$ cat src/include/tcm_settings.svh
// tightly coupled data memory settings for sizes and register offsets.
`ifndef TCM_SETTINGS_SVH
`define TCM_SETTINGS_SVH

// the RAM holds 1024 words of 32 bits.
`define TCM_AW 10
`define TCM_DW 32

// number of byte lanes in one word.
`define TCM_NB 4

// byte addresses carry two extra bits for the lane offset.
`define TCM_BAW (`TCM_AW + 2)

// the configuration bus decodes a 3-bit register address.
`define TCM_CFG_AW 3

// register offsets of the block-move engine.
`define TCM_REG_CTRL   3'd0
`define TCM_REG_SRC    3'd1
`define TCM_REG_DST    3'd2
`define TCM_REG_LEN    3'd3
`define TCM_REG_FILL   3'd4
`define TCM_REG_STATUS 3'd5

`endif

$ cat src/rtl/tcm_pkg.sv
// tightly coupled memory types for the load/store unit and the block-move engine.
`include "tcm_settings.svh"

package tcm_pkg;

   // load/store opcodes.
   // loads come first so that bit 2 alone never decides the direction.
   typedef enum logic [2:0] {
      OP_LB,
      OP_LBU,
      OP_LH,
      OP_LHU,
      OP_LW,
      OP_SB,
      OP_SH,
      OP_SW
   } lsu_op_e;

   // the engine either writes a pattern or moves words.
   typedef enum logic {
      MODE_FILL,
      MODE_COPY
   } dma_mode_e;

   // engine FSM states.
   typedef enum logic [1:0] {
      ST_IDLE,
      ST_READ,
      ST_WRITE,
      ST_FILL
   } dma_state_e;

   // engine configuration as held by the register block.
   // addresses and length are counted in words.
   typedef struct packed {
      logic [`TCM_AW-1:0] src;
      logic [`TCM_AW-1:0] dst;
      logic [`TCM_AW:0]   len;
      dma_mode_e          mode;
      logic [`TCM_DW-1:0] fill;
   } dma_cfg_t;

endpackage

$ cat src/rtl/tcm_mem_if.sv
// one RAM port bundle between a requester and the dual-port memory.
`timescale 1ns/1ps
`include "tcm_settings.svh"

interface tcm_mem_if;

   // access enable, one cycle per access.
   logic                en;
   // byte write mask, all zero for a read.
   logic [`TCM_NB-1:0]  we;
   // word address.
   logic [`TCM_AW-1:0]  addr;
   logic [`TCM_DW-1:0]  wdata;
   // registered read data, valid the cycle after an enabled edge.
   logic [`TCM_DW-1:0]  rdata;

   // the requester issues accesses and takes the returned word.
   modport requester (
      output en,
      output we,
      output addr,
      output wdata,
      input  rdata
   );

   // the memory side of the same port.
   modport ram (
      input  en,
      input  we,
      input  addr,
      input  wdata,
      output rdata
   );

endinterface

$ cat src/rtl/tcm_lsu.sv
// load/store unit driving RAM port A with lane placement, load extension and alignment checks.
`timescale 1ns/1ps
`include "tcm_settings.svh"

module tcm_lsu (
   input  logic                clk_a,
   input  logic                arst_n,
   input  logic                lsu_req,
   input  tcm_pkg::lsu_op_e    lsu_op,
   input  logic [`TCM_BAW-1:0] lsu_addr,
   input  logic [`TCM_DW-1:0]  lsu_wdata,
   output logic                lsu_rvalid,
   output logic [`TCM_DW-1:0]  lsu_rdata,
   output logic                lsu_err,
   tcm_mem_if.requester        mem
);

   import tcm_pkg::*;

   logic               is_store;
   logic               misaligned;
   logic [`TCM_NB-1:0] lane_mask;
   logic [1:0]         offset;
   logic               ld_q;
   logic               err_q;
   lsu_op_e            op_q;
   logic [1:0]         off_q;
   logic [7:0]         byte_sel;
   logic [15:0]        half_sel;
   logic [`TCM_DW-1:0] load_ext;

   assign offset = lsu_addr[1:0];

   // decode the access size into a lane mask and an alignment check.
   // halfwords need bit 0 clear and words need both low bits clear.
   always_comb begin
      is_store   = 1'b0;
      misaligned = 1'b0;
      lane_mask  = 4'b1111;
      case (lsu_op)
         OP_SB, OP_LB, OP_LBU: begin
            lane_mask = 4'b0001 << offset;
         end
         OP_SH, OP_LH, OP_LHU: begin
            lane_mask  = 4'b0011 << offset;
            misaligned = offset[0];
         end
         default: begin
            misaligned = |offset;
         end
      endcase
      is_store = (lsu_op == OP_SB) || (lsu_op == OP_SH) || (lsu_op == OP_SW);
   end

   // a misaligned request never reaches the RAM.
   assign mem.en   = lsu_req && !misaligned;
   assign mem.we   = is_store ? lane_mask : '0;
   assign mem.addr = lsu_addr[`TCM_BAW-1:2];

   // store data is copied to every lane and the mask picks the live ones.
   always_comb begin
      case (lsu_op)
         OP_SB:   mem.wdata = {4{lsu_wdata[7:0]}};
         OP_SH:   mem.wdata = {2{lsu_wdata[15:0]}};
         default: mem.wdata = lsu_wdata;
      endcase
   end

   // first stage tracks the access while the RAM reads.
   // the opcode and offset are kept so the returned word can be sliced.
   always_ff @(posedge clk_a or negedge arst_n) begin
      if (!arst_n) begin
         ld_q  <= 1'b0;
         err_q <= 1'b0;
         op_q  <= OP_LB;
         off_q <= 2'b00;
      end else begin
         ld_q  <= lsu_req && !is_store && !misaligned;
         err_q <= lsu_req && misaligned;
         op_q  <= lsu_op;
         off_q <= offset;
      end
   end

   // pick the addressed byte and halfword out of the returned word.
   always_comb begin
      case (off_q)
         2'd0:    byte_sel = mem.rdata[7:0];
         2'd1:    byte_sel = mem.rdata[15:8];
         2'd2:    byte_sel = mem.rdata[23:16];
         default: byte_sel = mem.rdata[31:24];
      endcase
      half_sel = off_q[1] ? mem.rdata[31:16] : mem.rdata[15:0];
   end

   // sign or zero extension follows the stored opcode.
   always_comb begin
      case (op_q)
         OP_LB:   load_ext = {{24{byte_sel[7]}}, byte_sel};
         OP_LBU:  load_ext = {24'd0, byte_sel};
         OP_LH:   load_ext = {{16{half_sel[15]}}, half_sel};
         OP_LHU:  load_ext = {16'd0, half_sel};
         default: load_ext = mem.rdata;
      endcase
   end

   // second stage registers the response, one cycle after the RAM edge.
   always_ff @(posedge clk_a or negedge arst_n) begin
      if (!arst_n) begin
         lsu_rvalid <= 1'b0;
         lsu_err    <= 1'b0;
         lsu_rdata  <= '0;
      end else begin
         lsu_rvalid <= ld_q;
         lsu_err    <= err_q;
         if (ld_q) begin
            lsu_rdata <= load_ext;
         end
      end
   end

   // a request is either served or rejected, never both.
   a_rvalid_err_excl : assert property (@(posedge clk_a) disable iff (!arst_n)
      !(lsu_rvalid && lsu_err))
      else $error("load response and misalignment error raised together");

endmodule

$ cat src/flat_wrapper.sv
// flat-port wrapper written by rule: the top's interface ports become plain ports
module tcm_lsu_flat import tcm_pkg::*;
  (clk_a, arst_n, lsu_req, lsu_op, lsu_addr, lsu_wdata, lsu_rvalid, lsu_rdata, lsu_err, mem_en, mem_we, mem_addr, mem_wdata, mem_rdata);
  tcm_mem_if mem_i ();
  input  logic clk_a;
  input  logic arst_n;
  input  logic lsu_req;
  input  tcm_pkg::lsu_op_e lsu_op;
  input  logic [`TCM_BAW-1:0] lsu_addr;
  input  logic [`TCM_DW-1:0] lsu_wdata;
  output logic lsu_rvalid;
  output logic [`TCM_DW-1:0] lsu_rdata;
  output logic lsu_err;
  output wire logic [$bits(mem_i.en)-1:0] mem_en;
  output wire logic [$bits(mem_i.we)-1:0] mem_we;
  output wire logic [$bits(mem_i.addr)-1:0] mem_addr;
  output wire logic [$bits(mem_i.wdata)-1:0] mem_wdata;
  input wire logic [$bits(mem_i.rdata)-1:0] mem_rdata;
  assign mem_en = mem_i.en;
  assign mem_we = mem_i.we;
  assign mem_addr = mem_i.addr;
  assign mem_wdata = mem_i.wdata;
  assign mem_i.rdata = mem_rdata;
  tcm_lsu u_core (.clk_a(clk_a), .arst_n(arst_n), .lsu_req(lsu_req), .lsu_op(lsu_op), .lsu_addr(lsu_addr), .lsu_wdata(lsu_wdata), .lsu_rvalid(lsu_rvalid), .lsu_rdata(lsu_rdata), .lsu_err(lsu_err), .mem(mem_i));
endmodule
$ cat config.mk
export PLATFORM = sky130hd
export DESIGN_NAME = tcm_lsu_flat
export DESIGN_NICKNAME = d
export VERILOG_FILES = /design/src/rtl/tcm_pkg.sv /design/src/rtl/tcm_mem_if.sv /design/src/rtl/tcm_lsu.sv /design/src/flat_wrapper.sv
export VERILOG_INCLUDE_DIRS = /design/src /design/src/include
export SDC_FILE = /design/constraint.sdc
export NUM_CORES = 1
export LEC_CHECK = 0
export BUFFER_PORTS_ARGS = -buffer_cell sky130_fd_sc_hd__buf_2
export CAP_MARGIN = 20
export CORE_MARGIN = 2
export CORE_UTILIZATION = 25
export DETAILED_ROUTE_END_ITERATION = 16
export GPL_ROUTABILITY_DRIVEN = 0
export PLACE_DENSITY = 0.61
export SLEW_MARGIN = 20
export SYNTH_ARGS = -nofsm -noshare
export SYNTH_HDL_FRONTEND = slang
export SYNTH_SLANG_ARGS = --single-unit
$ cat constraint.sdc
create_clock -name clk_a -period 4.1 [get_ports clk_a]
set_input_delay 0.205 -clock clk_a [delete_from_list [all_inputs] [get_ports clk_a]]
set_output_delay 0.205 -clock clk_a [all_outputs]
set_load 0.005 [all_outputs]
==> flow_summary.toml <==
[sta]
finClkSkew_ns = 0.01151
slew_headroom_pct = 38.56
finalSetupViolCount = 0
hold_viol = 0
rsz0062_at_grt = "false"
setup_slack_ns = 2.287
period_needed_ns = 1.813
tns_ns = 0
worst_pin_slew_ns = 0.9216
drv_slew = 0
fin_crit_sh_pct = 44.22
timing.fmax_ghz = 0.5516

[cts]
clk_latency_ns = 0.30
htreeDepth = 2
cts_resized = 0
cts.sinks = 41
cts-root-buf = "clkbuf_8"
cts_tree = "yes"
cts_buffers = 5
cts.path.max_buffers = 2
hold_buffers = 0
post-cts-setup-buffers = 0
clkTransAtPathRegs_ns = 0.08

[finish]
area_growth_pct = 27.13
layout_common_cells = "142 x buf_2, 66 x nand2_1, 40 x dfrtp_1"
final_util_pct = 32.79
ff_latch_area_um2 = 1030
final_common_cell = "buf_2"
drive_above_1_share_pct = 41.22
fillers = 1122
fin_nets = 508
multi_input_area_um2 = 1370

[synth]
synth_fa_ha_area_share_pct = 0
synth_top_family_by_area = "simple AND/OR/NAND/NOR gates"
synthSimpleGateAreaFrac_pct = 19.97
yosys.cell_types.count = 37
synth_edf_count = 0
ys.flop_type = "dfrtp_1"
syn_nets = 399
async_reset_ff_share_pct = 100.0
netlist_area_um2 = 2675
synth_compound_area_share_pct = 18.76
synth-warning-count = 0
synth_seq_cells = 41
syn_avg_cell_area_um2 = 8.439
synthXorXnorAreaFrac_pct = 0
synth_mux_area_share_pct = 12.49
synth_top_area_share_pct = 38.35
syn_inst = 317
seq_area_frac_synth_pct = 38.35
synth_area_leaders = "dfrtp_1 38%, nand2_1 9.3%, mux2_2 9.3%"
synth_top_area_cell = "dfrtp_1"

[critical_path]
startpoint_type = "flip-flop"
endpoint_kind = "flip-flop"
cp_max_fo = 19
worst_ep_required_time_ns = 4.27
crit_type = "flip-flop to flip-flop"
critPathArrivalTime_ns = 1.98

[pwr]
ir_worst_vdd_mv = 0.1388
powerDensity_nw_per_um2 = 332.1
leakage_nw = 1.627

[die]
dieArea_um2 = 11540
start_util_pct = 25.80
die_x_um = 107.4
placementRows = 37
boundaryPins = 163
core_um2 = 10370
chipHeight_um = 107.4

[global_route]
grt_pass1_vias = 2550
gr-total-overflow = 0
grt_use_total_pct = 14.28
grt_antenna_before_repair = 1
grt_pass1_wl_mm = 12.85
grt_max_degree = 75

[placement]
dp_slack_ns = 2.287
dpl.hpwl_mm = 6.650
io_buffers = 142

[routing]
routed_wl_mm = 8.499
wire_per_inst_um = 15.07
vias = 2663
viasPerCell = 4.722
drtPass1Iterations = 4
drcViolationCount = 0
first_iter_violations = 144
drtAntennaViolNets = 0

[min_path]
hp-class = "input pin to asynchronous set/reset pin"

[run_status]
status = "finished clean"

[run]
cap_violations = 0
-- worst max-delay path, cell delays in order, from the launching register on --
cell and delay (ns):
dfrtp_1 0.78, mux2_4 0.38, o2111ai_4 0.42, nand2_1 0.10
-- layout make-up --
class | instances | share of cell area [%]
tap | 136 | 5.004
sequential | 41 | 30.28
timing repair buffer | 143 | 21.12
antenna | 1 | 0.07358
clock inverter | 1 | 0.2208
clock buffer | 7 | 2.244
multi-input combinational | 228 | 40.29
inverter | 7 | 0.7726
-- Yosys cell counts (all sizes together), types with 7 or more instances --
cell / count
clkbuf: 11
a31oi: 12
a21oi: 13
nand2: 66
nor2: 16
inv: 7
nand3b: 9
buf: 30
nand2b: 7
o21ai: 32
mux2: 24
nor2b: 7
o22ai: 12
dfrtp: 41
-- layer usage --
layer  part of all wire (%)  up-vias  GRT usage [%]
li1                       -     1291              -
met1                     39     1227          16.86
met2                     50      133          25.36
met3                    9.2       10          3.814
met4                    1.3        2          4.121
met5                   0.13        -              0
-- kinds of logic (layout without fill, tap and decap cells) --
kind of cell,Yosys count,in the layout
compound gates,81,81
buf+inv,48,158
flops,41,41
mux,30,30
other cells,0,1
simple gates,117,117
-- sequential cells by signal, indices dropped and copies added (netlist names) --
| signal | cells |
|---|---|
| u_core.err_q | 1 |
| u_core.ld_q | 1 |
| u_core.lsu_err | 1 |
| u_core.lsu_rdata | 32 |
| u_core.lsu_rvalid | 1 |
| u_core.off_q | 2 |
| u_core.op_q | 3 |
-- worst paths after layout --
| check | start | end | slack [ns] | depth (start not counted) |
|---|---|---|---|---|
| setup / recovery | u_core.off_q[1]$_DFF_PN0_ | u_core.lsu_rdata[28]$_DFFE_PN0P_ | 2.29 | 3 |
| hold / removal | arst_n | u_core.lsu_rdata[26]$_DFFE_PN0P_ | 0.04 | 1 |
| setup reg to reg | u_core.off_q[1]$_DFF_PN0_ | u_core.lsu_rdata[28]$_DFFE_PN0P_ | 2.29 | 3 |
| hold reg to reg | u_core.err_q$_DFF_PN0_ | u_core.lsu_err$_DFF_PN0_ | 0.36 | 0 |
| max in group asynchronous | arst_n | u_core.ld_q$_DFF_PN0_ | 3.39 | 1 |
| min in group clk_a | lsu_addr[0] | u_core.off_q[0]$_DFF_PN0_ | 0.11 | 1 |
-- power breakdown --
| part | switching [W] | total [W] | internal, W | leakage (nW) |
|---|---|---|---|---|
| logic | 0.000169 | 0.000335 | 0.000166 | 1.12 |
| clock network | 0.000142 | 0.000263 | 0.000121 | 0.0385 |
| registers | 0.0000537 | 0.000532 | 0.000478 | 0.472 |
| total | 0.000365 | 0.00113 | 0.000764 | 1.63 |
-- through the flow --
| stage | total power (W) | instance area, um2 | std cells | hold slack (ns) |
|---|---|---|---|---|
| 2_1_floorplan | 0.0007067 | 2675 | 317 | -0.09059 |
| 3_3_place_gp | 0.0008766 | 3312 | 555 | 0.3403 |
| 3_5_place_dp | 0.0008815 | 3312 | 555 | 0.3412 |
| 4_1_cts | 0.001143 | 3396 | 563 | 0.07476 |
| 5_1_grt | 0.001215 | 3398 | 563 | 0.09742 |
| 6_report | 0.001129 | 3401 | 564 | 0.04410 |
Power figures use the tool's default switching activity.
