### src/include/tcm_settings.svh
// tightly coupled data memory settings for sizes and register offsets.
`ifndef TCM_SETTINGS_SVH
`define TCM_SETTINGS_SVH

// the RAM holds 1024 words of 32 bits.
`define TCM_AW 10
`define TCM_DW 32

// number of byte lanes in one word.
`define TCM_NB 4

// byte addresses carry two extra bits for the lane offset.
`define TCM_BAW (`TCM_AW + 2)

// the configuration bus decodes a 3-bit register address.
`define TCM_CFG_AW 3

// register offsets of the block-move engine.
`define TCM_REG_CTRL   3'd0
`define TCM_REG_SRC    3'd1
`define TCM_REG_DST    3'd2
`define TCM_REG_LEN    3'd3
`define TCM_REG_FILL   3'd4
`define TCM_REG_STATUS 3'd5

`endif

### src/rtl/tcm_pkg.sv
// tightly coupled memory types for the load/store unit and the block-move engine.
`include "tcm_settings.svh"

package tcm_pkg;

   // load/store opcodes.
   // loads come first so that bit 2 alone never decides the direction.
   typedef enum logic [2:0] {
      OP_LB,
      OP_LBU,
      OP_LH,
      OP_LHU,
      OP_LW,
      OP_SB,
      OP_SH,
      OP_SW
   } lsu_op_e;

   // the engine either writes a pattern or moves words.
   typedef enum logic {
      MODE_FILL,
      MODE_COPY
   } dma_mode_e;

   // engine FSM states.
   typedef enum logic [1:0] {
      ST_IDLE,
      ST_READ,
      ST_WRITE,
      ST_FILL
   } dma_state_e;

   // engine configuration as held by the register block.
   // addresses and length are counted in words.
   typedef struct packed {
      logic [`TCM_AW-1:0] src;
      logic [`TCM_AW-1:0] dst;
      logic [`TCM_AW:0]   len;
      dma_mode_e          mode;
      logic [`TCM_DW-1:0] fill;
   } dma_cfg_t;

endpackage

### src/rtl/tcm_dma_regs.sv
// configuration and status registers of the block-move engine.
`timescale 1ns/1ps
`include "tcm_settings.svh"

module tcm_dma_regs (
   input  logic                   clk_a,
   input  logic                   arst_n,
   input  logic                   cfg_wr,
   input  logic                   cfg_rd,
   input  logic [`TCM_CFG_AW-1:0] cfg_addr,
   input  logic [`TCM_DW-1:0]     cfg_wdata,
   input  logic                   busy,
   input  logic                   done,
   output logic [`TCM_DW-1:0]     cfg_rdata,
   output tcm_pkg::dma_cfg_t      cfg,
   output logic                   start,
   output logic                   done_sticky
);

   import tcm_pkg::*;

   dma_cfg_t           cfg_q;
   logic               start_q;
   logic               locked;
   logic               wr_ok;
   logic [`TCM_DW-1:0] rd_mux;

   // the start pulse is still in flight for one cycle before the engine
   // reports busy, so that cycle counts as busy too.
   assign locked = busy || start_q;
   assign wr_ok  = cfg_wr && !locked;

   always_ff @(posedge clk_a or negedge arst_n) begin
      if (!arst_n) begin
         cfg_q       <= '0;
         start_q     <= 1'b0;
         done_sticky <= 1'b0;
         cfg_rdata   <= '0;
      end else begin
         start_q <= 1'b0;
         if (done) begin
            done_sticky <= 1'b1;
         end
         if (wr_ok) begin
            case (cfg_addr)
               `TCM_REG_CTRL: begin
                  cfg_q.mode <= dma_mode_e'(cfg_wdata[1]);
                  // an accepted start clears the previous done.
                  if (cfg_wdata[0]) begin
                     start_q     <= 1'b1;
                     done_sticky <= 1'b0;
                  end
               end
               `TCM_REG_SRC:  cfg_q.src  <= cfg_wdata[`TCM_AW-1:0];
               `TCM_REG_DST:  cfg_q.dst  <= cfg_wdata[`TCM_AW-1:0];
               `TCM_REG_LEN:  cfg_q.len  <= cfg_wdata[`TCM_AW:0];
               `TCM_REG_FILL: cfg_q.fill <= cfg_wdata;
               default: ;
            endcase
         end
         if (cfg_rd) begin
            cfg_rdata <= rd_mux;
         end
      end
   end

   // read mux, fields sit right-aligned and unused bits read as zero.
   always_comb begin
      rd_mux = '0;
      case (cfg_addr)
         `TCM_REG_CTRL:   rd_mux[1] = cfg_q.mode;
         `TCM_REG_SRC:    rd_mux[`TCM_AW-1:0] = cfg_q.src;
         `TCM_REG_DST:    rd_mux[`TCM_AW-1:0] = cfg_q.dst;
         `TCM_REG_LEN:    rd_mux[`TCM_AW:0] = cfg_q.len;
         `TCM_REG_FILL:   rd_mux = cfg_q.fill;
         `TCM_REG_STATUS: rd_mux[1:0] = {done_sticky, locked};
         default: ;
      endcase
   end

   assign cfg   = cfg_q;
   assign start = start_q;

endmodule

### config.mk
export PLATFORM = sky130hd
export DESIGN_NAME = tcm_dma_regs
export DESIGN_NICKNAME = d
export VERILOG_FILES = /design/src/rtl/tcm_pkg.sv /design/src/rtl/tcm_dma_regs.sv
export VERILOG_INCLUDE_DIRS = /design/src /design/src/include
export SDC_FILE = /design/constraint.sdc
export NUM_CORES = 1
export LEC_CHECK = 0
export BUFFER_PORTS_ARGS = -buffer_cell sky130_fd_sc_hd__buf_2
export CORE_MARGIN = 2
export CORE_UTILIZATION = 43
export DETAILED_ROUTE_END_ITERATION = 8
export PLACE_DENSITY = 0.74
export SKIP_LAST_GASP = 1
export SYNTH_ARGS = -nofsm -noshare
export SYNTH_HDL_FRONTEND = slang
export SYNTH_SLANG_ARGS = --single-unit
### constraint.sdc
create_clock -name clk_a -period 1.95 [get_ports clk_a]
set_input_delay 0.2925 -clock clk_a [delete_from_list [all_inputs] [get_ports clk_a]]
set_output_delay 0.2925 -clock clk_a [all_outputs]
set_load 0.1 [all_outputs]
==> results.md, run 1 <==
- FF/Latch Area: 2450 um2
- H-Tree Depth: 3
- Worst setup EP type: register
- Detailed-route wire length: 9.98 mm
- Final hold vios: 0
- Post-synthesis sequential area ratio: 58.2%
- Share of layout cells above drive strength 1: 53.0%
- Ports: 139
- DRC Markers: 0
- Total GRT Usage: 18.9%
- Area of the multi-input gates: 1530 um2
- Fill cell count: 861
- Root buffer cell: clkbuf_8
- Reg2reg start: start$_DFF_PN0_
- Avg WL per Cell: 16.7 um
- Skew-Pair Late Insertion Delay: 350 ps
- GPL Wtd Cong: 0.830
- Final net count: 502
- Worst Hold Class: input port to register
- Post-synthesis cell area: 4220 um2
- Net Count, Synth: 356
- Setup TNS: 0 ps
- Worst R2R Setup Slack: 390 ps
- DPL Wire Length: 7.24 mm
- PwrDens: 1520 nW/um2
- RSZ-0062 raised after global routing: no
- Critical path type: register to register
- Post-synth top area share: 58.2%
- Max VDD drop: 0.000956 V
- Antenna violations before repair: 0
- Pleak: 2.76 nW
- IO buf count: 138
- DR pass1 iterations: 5
- CP Launch Type: register
- Period utilisation layout: 79.8%
- CP arrival: 1800 ps
- Final setup viols: 0
- Hold endpoint: done_sticky$_DFF_PN0_
- Biggest area consumer among synthesized cells: dfrtp_1
- Clock transition at path regs: 90 ps
- Rows: 36
- Largest net degree at the start of global routing: 45
- Synth unique cells: 32
- Vias in the first global route: 2957
- Post CTS Setup Buffer Count: 0
- P&R area growth vs syn: 26.9%
- Least-Margin Pin Slew: 762 ps
- R2R cell count: 5
- Die width: 103 um
- Synth top area cells: dfrtp_1, mux2_4, mux2_2, inv_1, o21ai_0
- Maxcap violations: 0
- Clock buffer depth: 2
- Antenna Cells: 0
- Via count: 2975
- Via/cell ratio: 4.97
- Register bit total from synthesis: 98
- Outcome: completed
- Final max-slew violation count: 0
- Clock skew: 11.2 ps
- Die footprint: 10600 um2
- Mapped Cells: 315
- Clock Sink Count: 98
- Starting DRT DRC Count: 107
- Tmin final: 1560 ps
- Final ANT Viol Nets: 0
- Crit Path Max Fanout: 12
- Max frequency: 643 MHz
- Mapped Avg Cell Area: 13.4 um2
- Slew headroom: 48.8%
- TritonCTS buffer count: 9
- CP required: 2190 ps
- Core area: 9640 um2
- CTS tree: done
- Die Y: 103 um
- First-pass GRT wire length: 15.2 mm
- Worst hold path stage count: 3
- Grt ovf: 0
- Final core occ: 55.5%
- Hold Startpoint: done
- Synthesis warning total: 0
- Initial core utilization: 43.7%
- R2r endpoint: cfg[24]$_DFFE_PN0P_
-- worst max-delay path: stages (launching register included) --
cell	delay, ps
dfrtp_2	440
nor2_4	170
and3_4	240
nand2_4	60
buf_4	210
mux2_4	320
-- layout by cell type, fill, tap and decap left out, types with 2 or more instances in the layout --
cell,instances
mux2_4,32
clkbuf_8,9
dfrtp_1,97
nand2_1,22
a21oi_1,2
and2_1,2
a222oi_1,5
buf_2,137
nor2_1,11
buf_4,11
mux2_2,41
bufinv_16,4
buf_12,2
o21ai_0,22
a221oi_1,5
o22ai_1,9
inv_1,31
mux2i_1,3
and3_1,2
-- final cells by class --
type | instances | share of cell area, %
Sequential cell | 98 | 45.9
Multi-Input combinational cell | 170 | 28.6
Timing Repair Buffer | 151 | 15.3
Tap cell | 133 | 3.11
Clock inverter | 6 | 2.57
Clock buffer | 10 | 2.39
Inverter | 31 | 2.17
-- per-stage QoR --
stage	cells	hold WS, ps	setup slack (ps)	total power, mW	cell area [um2]
final	599	153	395	8.12	5350
after global routing	599	131	342	8.41	5350
after CTS	599	136	381	8.16	5350
after detailed placement	582	285	202	6.46	5070
after global placement	582	281	310	6.42	5070
after floorplan	315	-3.09	260	5.81	4220
-- state kept, by name, indices dropped and copies added (netlist names) --
signal / cells
cfg: 64
cfg_rdata: 32
done_sticky: 1
start: 1
-- cells by family after synthesis --
logic type | after synthesis | share of synthesized area [%]
flip-flops | 98 | 58.2
multiplexers | 76 | 23.1
AO/OA/AOI/OAI | 46 | 7.03
buffers and inverters | 47 | 5.64
AND/OR/NAND/NOR | 48 | 6.08
-- synth_stat cells, drive strengths merged --
cell and count:
inv 31, nand2b 1, nor3b 1, dfrtp 98, mux2i 3, a222oi 5, o22ai 9, nor2 12
buf 12, and3 3, a32oi 1, a2111oi 1, nand2 24, nor3 1, a221oi 5, a21oi 2
and2b 1, mux2 73, nand4 2, nor2b 1, clkbuf 4, and2 2, o21ai 23
-- worst max path at each step --
stage | from | to | slack (ps) | cells after the start
after floorplan | cfg[55]$_DFFE_PN0P_ | cfg_rdata[1]$_DFFE_PN0P_ | 260 | 3
after global placement | cfg_addr[0] | cfg[0]$_DFFE_PN0P_ | 310 | 6
after detailed placement | cfg_addr[0] | cfg_rdata[9]$_DFFE_PN0P_ | 200 | 5
after CTS | start$_DFF_PN0_ | cfg[24]$_DFFE_PN0P_ | 380 | 5
after global routing | start$_DFF_PN0_ | cfg[24]$_DFFE_PN0P_ | 340 | 5
final | start$_DFF_PN0_ | cfg[24]$_DFFE_PN0P_ | 390 | 5
-- routing by layer --
layer	up-vias	track usage (%)	wire, um
met1	1469	24.0	4390
li1	1384	-	-
met5	-	0	0
met2	108	31.1	4810
met4	0	7.09	187
met3	14	4.88	597
-- power breakdown --
| group | total [mW] | switching [mW] | internal, mW | leakage [nW] |
|---|---|---|---|---|
| Sequential | 2.67 | 0.284 | 2.38 | 1.24 |
| Clock | 1.70 | 0.706 | 0.990 | 0.131 |
| Combinational | 3.75 | 3.07 | 0.687 | 1.38 |
| Total | 8.12 | 4.06 | 4.06 | 2.76 |
-- what timing repair did --
item	4_1_cts	5_1_grt
endpoints found under the hold margin	33	0
gates resized for setup	0	0
hold buffers	1	0
No activity file was read; power rests on OpenSTA's default activity.
==> run 2, diff against run 1 <==
PLACE_DENSITY = 0.76   (was 0.74)
clock period = 1.3 ns   (was 1.95 ns; I/O delays follow)
==> results.md, run 2 (synthesis gave the netlist of run 1 again) <==
- Worst Hold Class: input port to register (unchanged)
- CP top delay family: flip-flops (was simple AND/OR/NAND/NOR gates)
- Final net count: 540 (was 502)
- Avg WL per Cell: 18.3 um (was 16.7 um)
- R2R cell count: 5 (unchanged)
- Die width: 103 um (unchanged)
- Pleak: 3.19 nW (was 2.76 nW)
- First-pass GRT wire length: 18.0 mm (was 15.2 mm)
- Critical path type: register to register (unchanged)
- Minimum hold slack: 62.0 ps (was 153 ps)
- P&R area growth vs syn: 60.3% (was 26.9%)
- Detailed-route wire length: 11.6 mm (was 9.98 mm)
- P_sw: 6.48 mW (was 4.06 mW)
- Antenna Cells: 0 (unchanged)
- Crit Path Max Fanout: 9 (was 12)
- Register share of total power: 31.1% (was 32.9%)
- Final setup viols: 82 (was 0)
- Core area: 9640 um2 (unchanged)
- Final hold vios: 0 (unchanged)
- TritonCTS buffer count: 9 (unchanged)
- Worst R2R Setup Slack: -210 ps (was 390 ps)
- Clock power frac: 15.6% (was 20.9%)
- CP max-delay cell: dfrtp_4 (was dfrtp_2)
- Comb power frac: 53.3% (was 46.2%)
- DPL Wire Length: 8.13 mm (was 7.24 mm)
- Clock transition at path regs: 90 ps (about the same)
- Pint: 7.29 mW (was 4.06 mW)
- Place WS: -196 ps (was 202 ps)
- CTS tree: done (unchanged)
- Slew headroom: 58.4% (was 48.8%)
- PwrDens: 2040 nW/um2 (was 1520 nW/um2)
- Clock buffer depth: 2 (unchanged)
- Largest net degree at the start of global routing: 34 (was 45)
- Max VDD drop: 0.00150 V (was 0.000956 V)
- Slowest stage delay, CP: 500 ps (was 440 ps)
- Tmin final: 1510 ps (was 1560 ps)
- Grt ovf: 0 (unchanged)
- Total GRT Usage: 22.8% (was 18.9%)
- Post-route setup slack: -211 ps (was 395 ps)
- Final max-slew violation count: 0 (unchanged)
- Ports: 139 (unchanged)
- Die Y: 103 um (unchanged)
- Met2 WL: 6.15 mm (was 4.81 mm)
- Via/cell ratio: 5.02 (was 4.97)
- Die footprint: 10600 um2 (unchanged)
- CP cell instances: nor2_4, and3_4, nand2_8, buf_12, mux2_4 (was nor2_4, and3_4, nand2_4, buf_4, mux2_4)
- Cell Count, Final, Fillers Out: 637 (was 599)
- Rows: 36 (unchanged)
- Worst hold path stage count: 3 (unchanged)
- Routed met3 length: 734 um (was 597 um)
- Root buffer cell: clkbuf_8 (unchanged)
- Worst setup EP type: register (unchanged)
- Clock Sink Count: 98 (unchanged)
- Final ANT Viol Nets: 0 (unchanged)
- Fill cell count: 679 (was 861)
- Failing checks: negative setup slack
- Skew-Pair Late Insertion Delay: 360 ps (was 350 ps)
- Clock skew: 6.44 ps (was 11.2 ps)
- DR pass1 iterations: 5 (unchanged)
- CP required: 1540 ps (was 2190 ps)
- Outcome: complete, but fails checks (was completed)
- Least-Margin Pin Slew: 620 ps (was 762 ps)
- Antenna violations before repair: 0 (unchanged)
- Buffers & Inverters on Critical Path: 1 (unchanged)
- Via count: 3200 (was 2975)
- Max frequency: 662 MHz (was 643 MHz)
- GPL Wtd Cong: 0.879 (was 0.830)
- Most common cell after layout, fill and taps aside: dfrtp_1 (was buf_2)
- Placed instance count: 613 (was 582)
- Vias in the first global route: 3326 (was 2957)
- Period utilisation layout: 116% (was 79.8%)
- R2r endpoint: cfg[23]$_DFFE_PN0P_ (was cfg[24]$_DFFE_PN0P_)
- Starting DRT DRC Count: 112 (was 107)
- H-Tree Depth: 3 (unchanged)
- Max reg flops: 64 (unchanged)
- Hold Startpoint: done (unchanged)
- Net Sw Frac: 47.0% (was 50.0%)
- Initial core utilization: 43.7% (unchanged)
- RSZ-0062 raised after global routing: yes (was no)
- Reg2reg start: start$_DFF_PN0_ (unchanged)
- DRC Markers: 0 (unchanged)
- Share of layout cells above drive strength 1: 62.3% (was 53.0%)
- Hold endpoint: done_sticky$_DFF_PN0_ (unchanged)
- IO buf count: 138 (unchanged)
- Maxcap violations: 0 (unchanged)
- Top sig layer: met4 (unchanged)
- CP arrival: 1750 ps (was 1800 ps)
- Wire length on met1: 4.61 mm (was 4.39 mm)
- Commonest non-fill, non-tap cells in the layout: dfrtp_1, buf_4, buf_12, mux2_2, buf_2 (was buf_2, dfrtp_1, mux2_2, mux2_4, inv_1)
- CP Launch Type: register (unchanged)
-- run 2: changes by cell type in the layout (fill, tap and decap cells not counted), sizes merged --
cell	delta
clkinvlp	+3
inv	-1
nand4	+1
bufinv	-2
buf	+37
-- run 2: tightest hold or removal path: cells and delay by family --
kind / cells / cell delay, ps
AND/OR/NAND/NOR: 2 / 110
buffers and inverters: 1 / 80
-- run 2: cell type report --
class	instances	area, um2	area share (%)
timing repair buffer	188	2160	32.0
inverter	31	116	1.72
multi-input combinational	171	1580	23.3
clock inverter	6	91.3	1.35
tap	133	166	2.46
sequential	98	2520	37.3
clock buffer	10	128	1.89
-- run 2: through the flow --
stage / TNS (ps) / total power [mW] / utilization [%] / area, um2
CTS: -10780 / 13.7 / 69.5 / 6700
global route: -15160 / 14.2 / 70.1 / 6760
detailed placement: -12500 / 11.4 / 64.6 / 6220
finish: -11130 / 13.8 / 70.1 / 6760
global placement: -9600 / 11.3 / 64.6 / 6220
floorplan: -17160 / 8.81 / - / 4290
-- run 2: how the worst max path moves through the flow --
stage | from | endpoint | slack [ps] | cells after the start
6_report | start$_DFF_PN0_ | cfg[23]$_DFFE_PN0P_ | -210 | 5
5_1_grt | start$_DFF_PN0_ | cfg_rdata[0]$_DFFE_PN0P_ | -400 | 5
4_1_cts | start$_DFF_PN0_ | cfg[47]$_DFFE_PN0P_ | -200 | 5
3_5_place_dp | start$_DFF_PN0_ | cfg[4]$_DFFE_PN0P_ | -200 | 5
3_3_place_gp | start$_DFF_PN0_ | cfg[16]$_DFFE_PN0P_ | -160 | 5
2_1_floorplan | start$_DFF_PN0_ | cfg[11]$_DFFE_PN0P_ | -350 | 5
-- run 2: per-layer routing --
metal  global-route usage [%]  vias up
li1                         -     1463
met1                     29.4     1600
met4                     5.77        0
met5                        0        -
met2                     38.6      123
met3                     5.63       14
-- run 2: power groups by stage --
stage               registers (mW)  clock network (mW)  logic, mW
global placement              4.25                   0       7.03
detailed placement            4.28                   0       7.10
floorplan                     7.97                   0      0.840
global route                  4.34                2.32       7.54
CTS                           4.25                2.20       7.30
finish                        4.28                2.15       7.34
-- run 2: what timing repair did --
item                                    CTS  global route
cloned                                    2             0
resized for setup                        62            11
endpoints found under the hold margin    22             0
buffers inserted                          3             2
hold buffers                              1             0
endpoints found under the setup margin  123            91
pin swaps                                 5             3
