<file path="src/include/tcm_settings.svh">
// tightly coupled data memory settings for sizes and register offsets.
`ifndef TCM_SETTINGS_SVH
`define TCM_SETTINGS_SVH

// the RAM holds 1024 words of 32 bits.
`define TCM_AW 10
`define TCM_DW 32

// number of byte lanes in one word.
`define TCM_NB 4

// byte addresses carry two extra bits for the lane offset.
`define TCM_BAW (`TCM_AW + 2)

// the configuration bus decodes a 3-bit register address.
`define TCM_CFG_AW 3

// register offsets of the block-move engine.
`define TCM_REG_CTRL   3'd0
`define TCM_REG_SRC    3'd1
`define TCM_REG_DST    3'd2
`define TCM_REG_LEN    3'd3
`define TCM_REG_FILL   3'd4
`define TCM_REG_STATUS 3'd5

`endif

</file>
<file path="src/rtl/tcm_pkg.sv">
// tightly coupled memory types for the load/store unit and the block-move engine.
`include "tcm_settings.svh"

package tcm_pkg;

   // load/store opcodes.
   // loads come first so that bit 2 alone never decides the direction.
   typedef enum logic [2:0] {
      OP_LB,
      OP_LBU,
      OP_LH,
      OP_LHU,
      OP_LW,
      OP_SB,
      OP_SH,
      OP_SW
   } lsu_op_e;

   // the engine either writes a pattern or moves words.
   typedef enum logic {
      MODE_FILL,
      MODE_COPY
   } dma_mode_e;

   // engine FSM states.
   typedef enum logic [1:0] {
      ST_IDLE,
      ST_READ,
      ST_WRITE,
      ST_FILL
   } dma_state_e;

   // engine configuration as held by the register block.
   // addresses and length are counted in words.
   typedef struct packed {
      logic [`TCM_AW-1:0] src;
      logic [`TCM_AW-1:0] dst;
      logic [`TCM_AW:0]   len;
      dma_mode_e          mode;
      logic [`TCM_DW-1:0] fill;
   } dma_cfg_t;

endpackage

</file>
<file path="src/rtl/tcm_mem_if.sv">
// one RAM port bundle between a requester and the dual-port memory.
`timescale 1ns/1ps
`include "tcm_settings.svh"

interface tcm_mem_if;

   // access enable, one cycle per access.
   logic                en;
   // byte write mask, all zero for a read.
   logic [`TCM_NB-1:0]  we;
   // word address.
   logic [`TCM_AW-1:0]  addr;
   logic [`TCM_DW-1:0]  wdata;
   // registered read data, valid the cycle after an enabled edge.
   logic [`TCM_DW-1:0]  rdata;

   // the requester issues accesses and takes the returned word.
   modport requester (
      output en,
      output we,
      output addr,
      output wdata,
      input  rdata
   );

   // the memory side of the same port.
   modport ram (
      input  en,
      input  we,
      input  addr,
      input  wdata,
      output rdata
   );

endinterface

</file>
<file path="src/rtl/tcm_dma.sv">
// block-move engine filling or copying word ranges through RAM port B.
`timescale 1ns/1ps
`include "tcm_settings.svh"

module tcm_dma (
   input  logic              clk_a,
   input  logic              arst_n,
   input  tcm_pkg::dma_cfg_t cfg,
   input  logic              start,
   output logic              busy,
   output logic              done,
   tcm_mem_if.requester      mem
);

   import tcm_pkg::*;

   dma_state_e         state_q;
   logic [`TCM_AW-1:0] src_q;
   logic [`TCM_AW-1:0] dst_q;
   logic [`TCM_AW:0]   cnt_q;
   logic [`TCM_DW-1:0] fill_q;
   logic               done_q;
   logic               last;

   // the current word is the final one of the run.
   assign last = (cnt_q == 1);

   always_ff @(posedge clk_a or negedge arst_n) begin
      if (!arst_n) begin
         state_q <= ST_IDLE;
         src_q   <= '0;
         dst_q   <= '0;
         cnt_q   <= '0;
         fill_q  <= '0;
         done_q  <= 1'b0;
      end else begin
         done_q <= 1'b0;
         case (state_q)
            ST_IDLE: begin
               // the configuration is captured so later register writes
               // cannot disturb a run.
               if (start) begin
                  src_q  <= cfg.src;
                  dst_q  <= cfg.dst;
                  cnt_q  <= cfg.len;
                  fill_q <= cfg.fill;
                  if (cfg.len == 0) begin
                     done_q <= 1'b1;
                  end else if (cfg.mode == MODE_FILL) begin
                     state_q <= ST_FILL;
                  end else begin
                     state_q <= ST_READ;
                  end
               end
            end
            ST_FILL: begin
               // one pattern word per cycle.
               dst_q <= dst_q + 1'b1;
               cnt_q <= cnt_q - 1'b1;
               if (last) begin
                  state_q <= ST_IDLE;
                  done_q  <= 1'b1;
               end
            end
            ST_READ: begin
               src_q   <= src_q + 1'b1;
               state_q <= ST_WRITE;
            end
            ST_WRITE: begin
               // the word read in the previous cycle is being written now.
               dst_q <= dst_q + 1'b1;
               cnt_q <= cnt_q - 1'b1;
               if (last) begin
                  state_q <= ST_IDLE;
                  done_q  <= 1'b1;
               end else begin
                  state_q <= ST_READ;
               end
            end
            default: state_q <= ST_IDLE;
         endcase
      end
   end

   // port B drive follows the state directly.
   always_comb begin
      mem.en    = 1'b0;
      mem.we    = '0;
      mem.addr  = dst_q;
      mem.wdata = fill_q;
      case (state_q)
         ST_FILL: begin
            mem.en = 1'b1;
            mem.we = '1;
         end
         ST_READ: begin
            mem.en   = 1'b1;
            mem.addr = src_q;
         end
         ST_WRITE: begin
            mem.en    = 1'b1;
            mem.we    = '1;
            mem.wdata = mem.rdata;
         end
         default: ;
      endcase
   end

   assign busy = (state_q != ST_IDLE);
   assign done = done_q;

   // an idle engine leaves port B alone.
   a_idle_no_access : assert property (@(posedge clk_a) disable iff (!arst_n)
      (state_q == ST_IDLE) |-> !mem.en)
      else $error("block-move engine accesses the RAM while idle");

endmodule

</file>
<file path="src/flat_wrapper.sv">
// flat-port wrapper written by rule: the top's interface ports become plain ports
module tcm_dma_flat import tcm_pkg::*;
  (clk_a, arst_n, cfg, start, busy, done, mem_en, mem_we, mem_addr, mem_wdata, mem_rdata);
  tcm_mem_if mem_i ();
  input  logic clk_a;
  input  logic arst_n;
  input  tcm_pkg::dma_cfg_t cfg;
  input  logic start;
  output logic busy;
  output logic done;
  output wire logic [$bits(mem_i.en)-1:0] mem_en;
  output wire logic [$bits(mem_i.we)-1:0] mem_we;
  output wire logic [$bits(mem_i.addr)-1:0] mem_addr;
  output wire logic [$bits(mem_i.wdata)-1:0] mem_wdata;
  input wire logic [$bits(mem_i.rdata)-1:0] mem_rdata;
  assign mem_en = mem_i.en;
  assign mem_we = mem_i.we;
  assign mem_addr = mem_i.addr;
  assign mem_wdata = mem_i.wdata;
  assign mem_i.rdata = mem_rdata;
  tcm_dma u_core (.clk_a(clk_a), .arst_n(arst_n), .cfg(cfg), .start(start), .busy(busy), .done(done), .mem(mem_i));
endmodule
</file>
<file path="config.mk">
export PLATFORM = sky130hd
export DESIGN_NAME = tcm_dma_flat
export DESIGN_NICKNAME = d
export VERILOG_FILES = /design/src/rtl/tcm_pkg.sv /design/src/rtl/tcm_mem_if.sv /design/src/rtl/tcm_dma.sv /design/src/flat_wrapper.sv
export VERILOG_INCLUDE_DIRS = /design/src /design/src/include
export SDC_FILE = /design/constraint.sdc
export NUM_CORES = 1
export LEC_CHECK = 0
export BUFFER_PORTS_ARGS = -buffer_cell sky130_fd_sc_hd__buf_2
export CAP_MARGIN = 25
export CORE_UTILIZATION = 50
export CTS_CLUSTER_DIAMETER = 120
export DETAILED_ROUTE_END_ITERATION = 6
export GPL_TIMING_DRIVEN = 0
export PLACE_DENSITY_LB_ADDON = 0.3
export SLEW_MARGIN = 10
export SYNTH_ARGS = -nofsm -noshare
export SYNTH_HDL_FRONTEND = slang
export SYNTH_SLANG_ARGS = --single-unit
</file>
<file path="constraint.sdc">
create_clock -name clk_a -period 2.4 [get_ports clk_a]
set_input_delay 0.12 -clock clk_a [delete_from_list [all_inputs] [get_ports clk_a]]
set_output_delay 0.12 -clock clk_a [all_outputs]
set_load 0.1 [all_outputs]
</file>
==> impl.org, run 1 <==
** Run status
- The flow ran to the end, and the final reports show no timing, DRC or antenna violations.

** Pwr
- Pwr/cell area :: ~1500 nW/µm²
- IR analysis of the VDD net gives a maximum drop of between 600 and 700 µV.
- Summed over all cells, the static leakage comes to approximately 2.8 nW.

** Logic synthesis
- Area share of the largest cell type after synthesis :: 0.429
- Post-Synthesis Cells :: between 400 and 500
- Flip-flop and latch count after synthesis :: 66
- Commonest register cell after synthesis :: dfrtp_1
- The number of nets in the synthesized netlist is ~530.
- Summed instance area of the synthesized netlist :: 3850 µm²
- Ranking of synthesized cells by area :: dfrtp_1 (43%), nand2_1 (12%), mux2_2 (9.1%)
- Synthesis instantiated 50 different standard cells from the library.
- Average footprint of a synthesized cell :: ~9.1 µm²
- The synthesized design contains 0 enable-type register cells.
- Number of warnings printed during yosys synthesis :: 0
- Of all flip-flops after synthesis, the portion carrying an async set or reset was 1.00.
- Largest area contributor in the netlist :: dfrtp_1
- Of the synthesized area, sequential elements account for 0.429.

** Layout
- The finished cells cover ~5400 µm².
- Commonest cells after routing, fill and taps aside :: buf_2 (156), nand2_1 (127), dfrtp_1 (66)
- The repair_antennas step left the layout with diodes totalling 0.
- Leading cell type in the layout, fill and taps excluded :: buf_2
- Layout overhead on the synthesized area :: 39.6%
- Ratio of cells with drive above 1 in the final layout :: 0.366
- Net total in the final layout :: ~720

** Die
- The floorplan step defined a die boundary enclosing slightly above 8000 µm².
- After floorplanning, the core was divided into 31 placement rows.
- Core footprint :: between 7000 and 8000 µm²
- The die is roughly 90 µm wide.
- Effective utilization at floorplan :: 0.523
- between 100 and 150 I/O pins were placed.
- Overall die height :: ~90 µm

** Critical path
- STA puts the critical path data required time at between 2000 and 2500 ps.
- The most numerous cell type found on the critical path is buf_2.
- Walking the worst path, the cells encountered are buf_2, buf_2, buf_2, or2_2, buf_2.
- STA puts the critical path data arrival time at 2160 ps.
- Worst setup EP type :: primary output
- Crit path largest cell delay :: approximately 450 ps
- On the critical path, the stage with the largest delay is an instance of dfrtp_1.
- Worst-case reg-to-reg path depth :: 5
- Startpoint class of the critical path :: flip-flop
- CP Class :: flip-flop to primary output
- In this run the worst path has a maximum fanout of 10.

** Routing
- Number of iterations in the first detailed-routing pass :: 4
- Final routed wirelength across all metal layers :: around 11000 µm
- After detailed routing, the average wire length per cell comes to between 15 and 20 µm.
- Initial DRC Count :: around 240
- Across all layers, the routed design uses approximately 4k vias.
- Count of unresolved DRC violations after routing :: 0
- After detailed routing, the number of vias per cell comes to 5.47.
- In this run the remaining antenna-violating nets after routing total 0.

** Global route
- For this run, the total global-route usage over all layers was measured as 0.283.
- The first global-routing pass estimated around 18000 µm of wire.
- Number of global-route vias before repair :: about 3.8k
- Entering global routing, the biggest net connects 52 pins.
- Initial antenna violation count :: 0
- Final global-route overflow total :: 0

** Worst hold path
- The worst hold path was traced through 3 stages.
- In this run the worst hold path is classified as primary input to flip-flop.

** STA
- Final worst path period need :: roughly 2300 ps
- Dividing the final minimum period by the clock period gives 0.951.
- Headroom to the max-slew limit came out at 0.559.
- Setup violations remaining at the end of the flow were counted as 0.
- For the pin with the worst max-slew slack, the measured transition is roughly 650 ps.
- Max Clock Skew :: 10.2 ps
- The final hold violation count came to 0.
- Accumulated negative setup slack :: 0 ps
- Pins Over Slew Limit :: 0
- Setup repair after global routing missed its margin :: false
- Peak Freq :: roughly 440 MHz

** Flow run
- Number of violations of the max-capacitance limit :: 0

** Clock network
- Worst skew pair latency :: between 300 and 400 ps
- In this run, CTS created clock tree buffers numbering 9.
- Number of H-tree levels :: 3
- CTS root buf :: clkbuf_8
- Clock tree from TritonCTS :: built
- The clock passes through at most 2 buffers.
- Counting every sink on the clock net gives 66.
- After clock tree synthesis, the clock-pin slew on the worst setup and hold paths is roughly 70 ps.

** Placement
- After legalization and detailed placement, the total HPWL measured 7450 µm.
- The congestion estimate from routability-driven global placement came to around 0.9.
- Area after DPL :: ~4700 µm²
- During placement, the flow inserted port buffers numbering 147.
power by group:
part           switching [mW]  internal [mW]
Clock                   0.448          0.827
Combinational            3.47           1.15
Sequential              0.428           1.56
final timing paths:
path                                            endpoint  slack (ps)                     startpoint
setup / recovery                                  mem_en         120  u_core.state_q[1]$_DFFE_PN0P_
hold / removal             u_core.fill_q[19]$_DFFE_PN0P_          20                        cfg[19]
setup reg to reg             u_core.cnt_q[8]$_DFFE_PN0P_         470    u_core.cnt_q[0]$_DFFE_PN0P_
hold reg to reg            u_core.fill_q[16]$_DFFE_PN0P_         480  u_core.fill_q[16]$_DFFE_PN0P_
max in group asynchronous  u_core.state_q[0]$_DFFE_PN0P_        1680                         arst_n
min in group asynchronous   u_core.fill_q[9]$_DFFE_PN0P_         190                         arst_n
cells in the mapped netlist (all sizes together) (2+ instances only):
cell	count
or4	5
nor2b	2
inv	6
nand4	5
xnor2	4
and3	2
mux2i	19
or2	2
mux2	32
o31ai	4
and4	4
or3	9
dfrtp	66
nor3b	2
ha	4
clkbuf	10
o21ai	7
o32ai	2
nand3	8
o221a	3
nand2	127
o211ai	3
nand2b	4
buf	23
and3b	6
a211oi	11
nor4	6
nor3	10
nand3b	4
a21oi	3
nor2	7
a311oi	5
a31oi	7
kinds of logic (layout without fill, tap and decap cells):
family	after synthesis	in the layout	synth area share
xor gates and xnor gates	5	5	0.0114
AOI/OAI and AO/OA	51	51	0.0958
adders and majority gates	4	4	0.0130
DFF	66	66	0.429
buffers and inverters	39	237	0.0487
muxes	51	51	0.143
and+or+nand+nor	207	207	0.260
what timing repair did:
action	CTS	global route
hold endpoints to repair	99	0
hold buffers	34	0
buffers inserted	0	0
gates resized for setup	8	3
endpoints found under the setup margin	8	8
final cells by class:
cell class                 instances  area, µm²
buffer                            33        168
clock inverter                     6        138
fill                             561       1990
tap                               99        124
clock buffer                      10        138
multi-input combinational        318       2010
inverter                           6       22.5
sequential                        66       1650
timing repair buffer             182       1130
stage by stage:
step	instances	setup WS, ps	utilization	power [mW]	hold slack (ps)
5_1_grt	720	3.24	0.730	8.25	23.5
3_5_place_dp	670	343	0.644	6.50	5.21
3_3_place_gp	669	353	0.640	6.39	313
6_report	720	118	0.730	7.88	23.6
4_1_cts	720	84.0	0.730	7.87	9.69
2_1_floorplan	423	-21.6	-	5.74	-176
flip-flops by register name, indices dropped and copies added, names as in the netlist:
signal	cells
u_core.src_q	10
u_core.done	1
u_core.fill_q	32
u_core.dst_q	10
u_core.cnt_q	11
u_core.state_q	2
routing by layer:
layer  vias to the layer above  global-route usage  part of all wire
met4                         0               0.138             0.024
met1                      1843               0.369              0.43
met3                        27              0.0415             0.066
met5                         -                   0                 0
li1                       1891                   -                 -
met2                       174               0.462              0.48
critical path, delay by kind of cell (launching register included):
| family | cells | cell delay (ps) |
|---|---|---|
| flip-flops | 1 | 450 |
| buffers and inverters | 4 | 1210 |
| AND/OR/NAND/NOR | 1 | 160 |
Note: power is estimated with default switching activity, not from simulation.
==> run 2: changes to the inputs <==
--- a/config.mk
+++ b/config.mk
@@ -13,7 +13,8 @@
 export DETAILED_ROUTE_END_ITERATION = 6
 export GPL_TIMING_DRIVEN = 0
 export PLACE_DENSITY_LB_ADDON = 0.3
-export SLEW_MARGIN = 10
+export REMOVE_ABC_BUFFERS = 1
+export SLEW_MARGIN = 5
 export SYNTH_ARGS = -nofsm -noshare
 export SYNTH_HDL_FRONTEND = slang
 export SYNTH_SLANG_ARGS = --single-unit
==> run 2 against run 1 <==
  * Non-clock buffer count shrank 27
  * Via count shrank 1.1%
  * Die area is the same
  * Clock skew shrank 1.0 ps
  * First-iteration DRC count shrank 27%
  * Register-to-register slack lost 90 ps
  * Highest routed layer unchanged
==> impl.org, run 2 (synthesized netlist as in run 1, its figures left out) <==
** Run status
- Result of the run :: complete, no violations

** Layout
- The net count of the finished layout is a little under 700.
- Number of flip-flops under the largest register name :: 32
- Leaving out fill and tap cells, the most frequent cells in the layout are buf_2 (146), nand2_1 (127), dfrtp_1 (64).
- The finished cells cover ~5300 µm².
- Ratio of cells with drive above 1 in the final layout :: 0.363
- Register bank with the most flops :: u_core.fill_q
- Measured on the finished design, the core utilization comes to 0.713.
- 0 antenna diodes ended up in the layout.
- Layout overhead on the synthesized area :: 36.3%
- The largest registers in the layout are u_core.fill_q x32, u_core.cnt_q x11.
- Leading cell type in the layout, fill and taps excluded :: buf_2

** Critical path
- The kind of cell with the highest combined delay along the critical path is flip-flops.
- Reg-to-reg slack, setup :: 380 ps
- Along the worst path, the maximum fanout reaches 21.
- The number of buffers and inverters on the critical path is 1.
- Worst path slowest cell :: dfrtp_2
- Endpoint arrival time on the critical path :: 2170 ps
- In this run the critical register-to-register path is launched from u_core.state_q[1]$_DFFE_PN0P_.
- Logic depth of the worst path, buffers included :: 3
- STA puts the critical path data required time at ~2300 ps.
- Crit path from :: u_core.state_q[0]$_DFFE_PN0P_
- Critical path destination :: mem_wdata[19]
- Worst-case reg-to-reg path depth :: 4
- On the worst path, the slowest cell contributes a delay of about 630 ps.
- The critical path is of the flip-flop to primary output type.
- Reg-to-reg endpoint :: u_core.src_q[7]$_DFFE_PN0P_
- Worst setup EP type :: primary output
- Cell chain of the critical path :: nand2b_2, mux2_2, buf_2
- The worst setup path is launched from a flip-flop.

** Flow run
- Number of violations of the max-capacitance limit :: 0

** Placement
- The count of buffers added on input and output ports is ~150.
- RePlAce Congestion :: about 0.89
- Area after DPL :: roughly 4600 µm²
- Post-detailed-placement half-perimeter wirelength :: 7170 µm

** STA
- Setup violations remaining at the end of the flow were counted as 0.
- For this run, the top clock speed supported by timing is about 440 MHz.
- The max-slew violation total from the final report is 0.
- Post-route worst hold slack :: around 25 ps
- The clock period could shrink to between 2000 and 2500 ps.
- Transition time at the pin with the least slew margin :: 842 ps
- Portion of the clock cycle consumed by the worst path in the final layout :: 0.955
- Setup repair after global routing missed its margin :: false
- Setup total negative slack on the finished layout was measured at 0 ps.
- The final hold violation count was 0.
- Worst-case headroom to the max-slew limit :: 0.439
- On the final layout, the worst clock skew is ~9.2 ps.

** Die
- Effective utilization at floorplan :: 0.523
- Row count :: 31
- The floorplan step defined a core boundary enclosing between 7000 and 8000 µm².
- Measured along the y axis, the die boundary spans ~90 µm.
- Die Outline Area :: slightly above 8000 µm²
- Pin placement for this block handled 148 I/O pins.
- The die is around 90 µm wide.

** Pwr
- The worst-case IR drop observed on VDD is roughly 930 µV.
- Total Power :: around 7.5 mW
- The analysis attributes to cell leakage a power of ~2.7 nW.
- In this run the power density over the cells is around 1400 nW/µm².

** Routing
- In this run the remaining antenna-violating nets after routing total 0.
- Initial DRC Count :: around 180
- After detailed routing, the number of remaining DRC violations is 0.
- Via density :: about 5.6
- Average wire per standard cell :: 16.7 µm
- The pre-antenna-repair detailed-routing pass consisted of 5 iterations.
- Detailed routing inserted a total of 3891 vias.
- For this block, the routed nets add up to about 12000 µm of wire.

** Global route
- The first global-routing pass estimated 19300 µm of wire.
- Final global-route overflow total :: 0
- The initial antenna violation count came to 0.
- Largest net degree at the start of global routing :: 67
- Number of global-route vias before repair :: 3943
- Overall fraction of global-route tracks in use :: 0.298

** Clock network
- The tree is rooted in a clkbuf_8.
- Clock tree from TritonCTS :: built
- CTS Buf Count :: 9
- Worst skew pair latency :: 340 ps
- Clock input transition at the sequential cells of the worst setup and hold paths :: about 80 ps
- Clock Path Buffers :: 2
- Clock sink total :: 66
- The clock tree synthesis step divided the H-tree into 3 levels.

** Worst hold path
- The worst hold path belongs to the class primary input to flip-flop.
run 2: final cells by class:
| class | count | area [µm²] |
|---|---|---|
| clock buffers | 10 | 138 |
| clock inverters | 6 | 66.3 |
| flip-flops and latches | 66 | 1660 |
| repair buffers | 188 | 1190 |
| fillers | 536 | 2120 |
| inverters | 6 | 22.5 |
| well taps | 99 | 124 |
| multi-input cells | 319 | 2050 |
run 2: how the worst min path moves through the flow:
stage / startpoint / slack (ps) / to / cells past startpoint
finish: cfg[54] / 20 / u_core.src_q[0]$_DFFE_PN0P_ / 3
global route: cfg[43] / 30 / u_core.cnt_q[10]$_DFFE_PN0P_ / 3
CTS: cfg[54] / 10 / u_core.src_q[0]$_DFFE_PN0P_ / 3
detailed placement: arst_n / 150 / u_core.fill_q[25]$_DFFE_PN0P_ / 2
global placement: cfg[15] / 310 / u_core.fill_q[15]$_DFFE_PN0P_ / 3
floorplan: arst_n / -180 / u_core.cnt_q[0]$_DFFE_PN0P_ / 0
run 2: power by group:
group	switching, mW	internal (mW)	leakage (nW)	total, mW
combinational	3.41	1.07	1.81	4.48
sequential	0.524	1.56	0.781	2.09
clock	0.445	0.508	0.0945	0.952
run 2: metal layers:
metal / track usage / share of wire
met5: 0 / 0
met4: 0.127 / 0.025
met3: 0.0465 / 0.075
met2: 0.487 / 0.48
met1: 0.395 / 0.42
run 2: per-stage QoR:
stage          setup slack (ps)  cells
6_report                    108    694
5_1_grt                    8.72    694
4_1_cts                     142    694
3_5_place_dp               -131    641
3_3_place_gp              -3970    636
2_1_floorplan             -3960    390
run 2: repair_timing:
| item | in CTS | in global routing |
|---|---|---|
| setup buffers | 1 | 0 |
| hold buffers | 35 | 0 |
| setup endpoints to repair | 43 | 4 |
| resized for setup | 5 | 2 |
| endpoints found under the hold margin | 100 | 0 |
| cloned | 1 | 0 |
run 2: worst min-delay path: cells and delay by family:
family                 cells  cell delay, ps
AO/OA/AOI/OAI              1              80
buffers and inverters      1              70
AND/OR/NAND/NOR            1              40
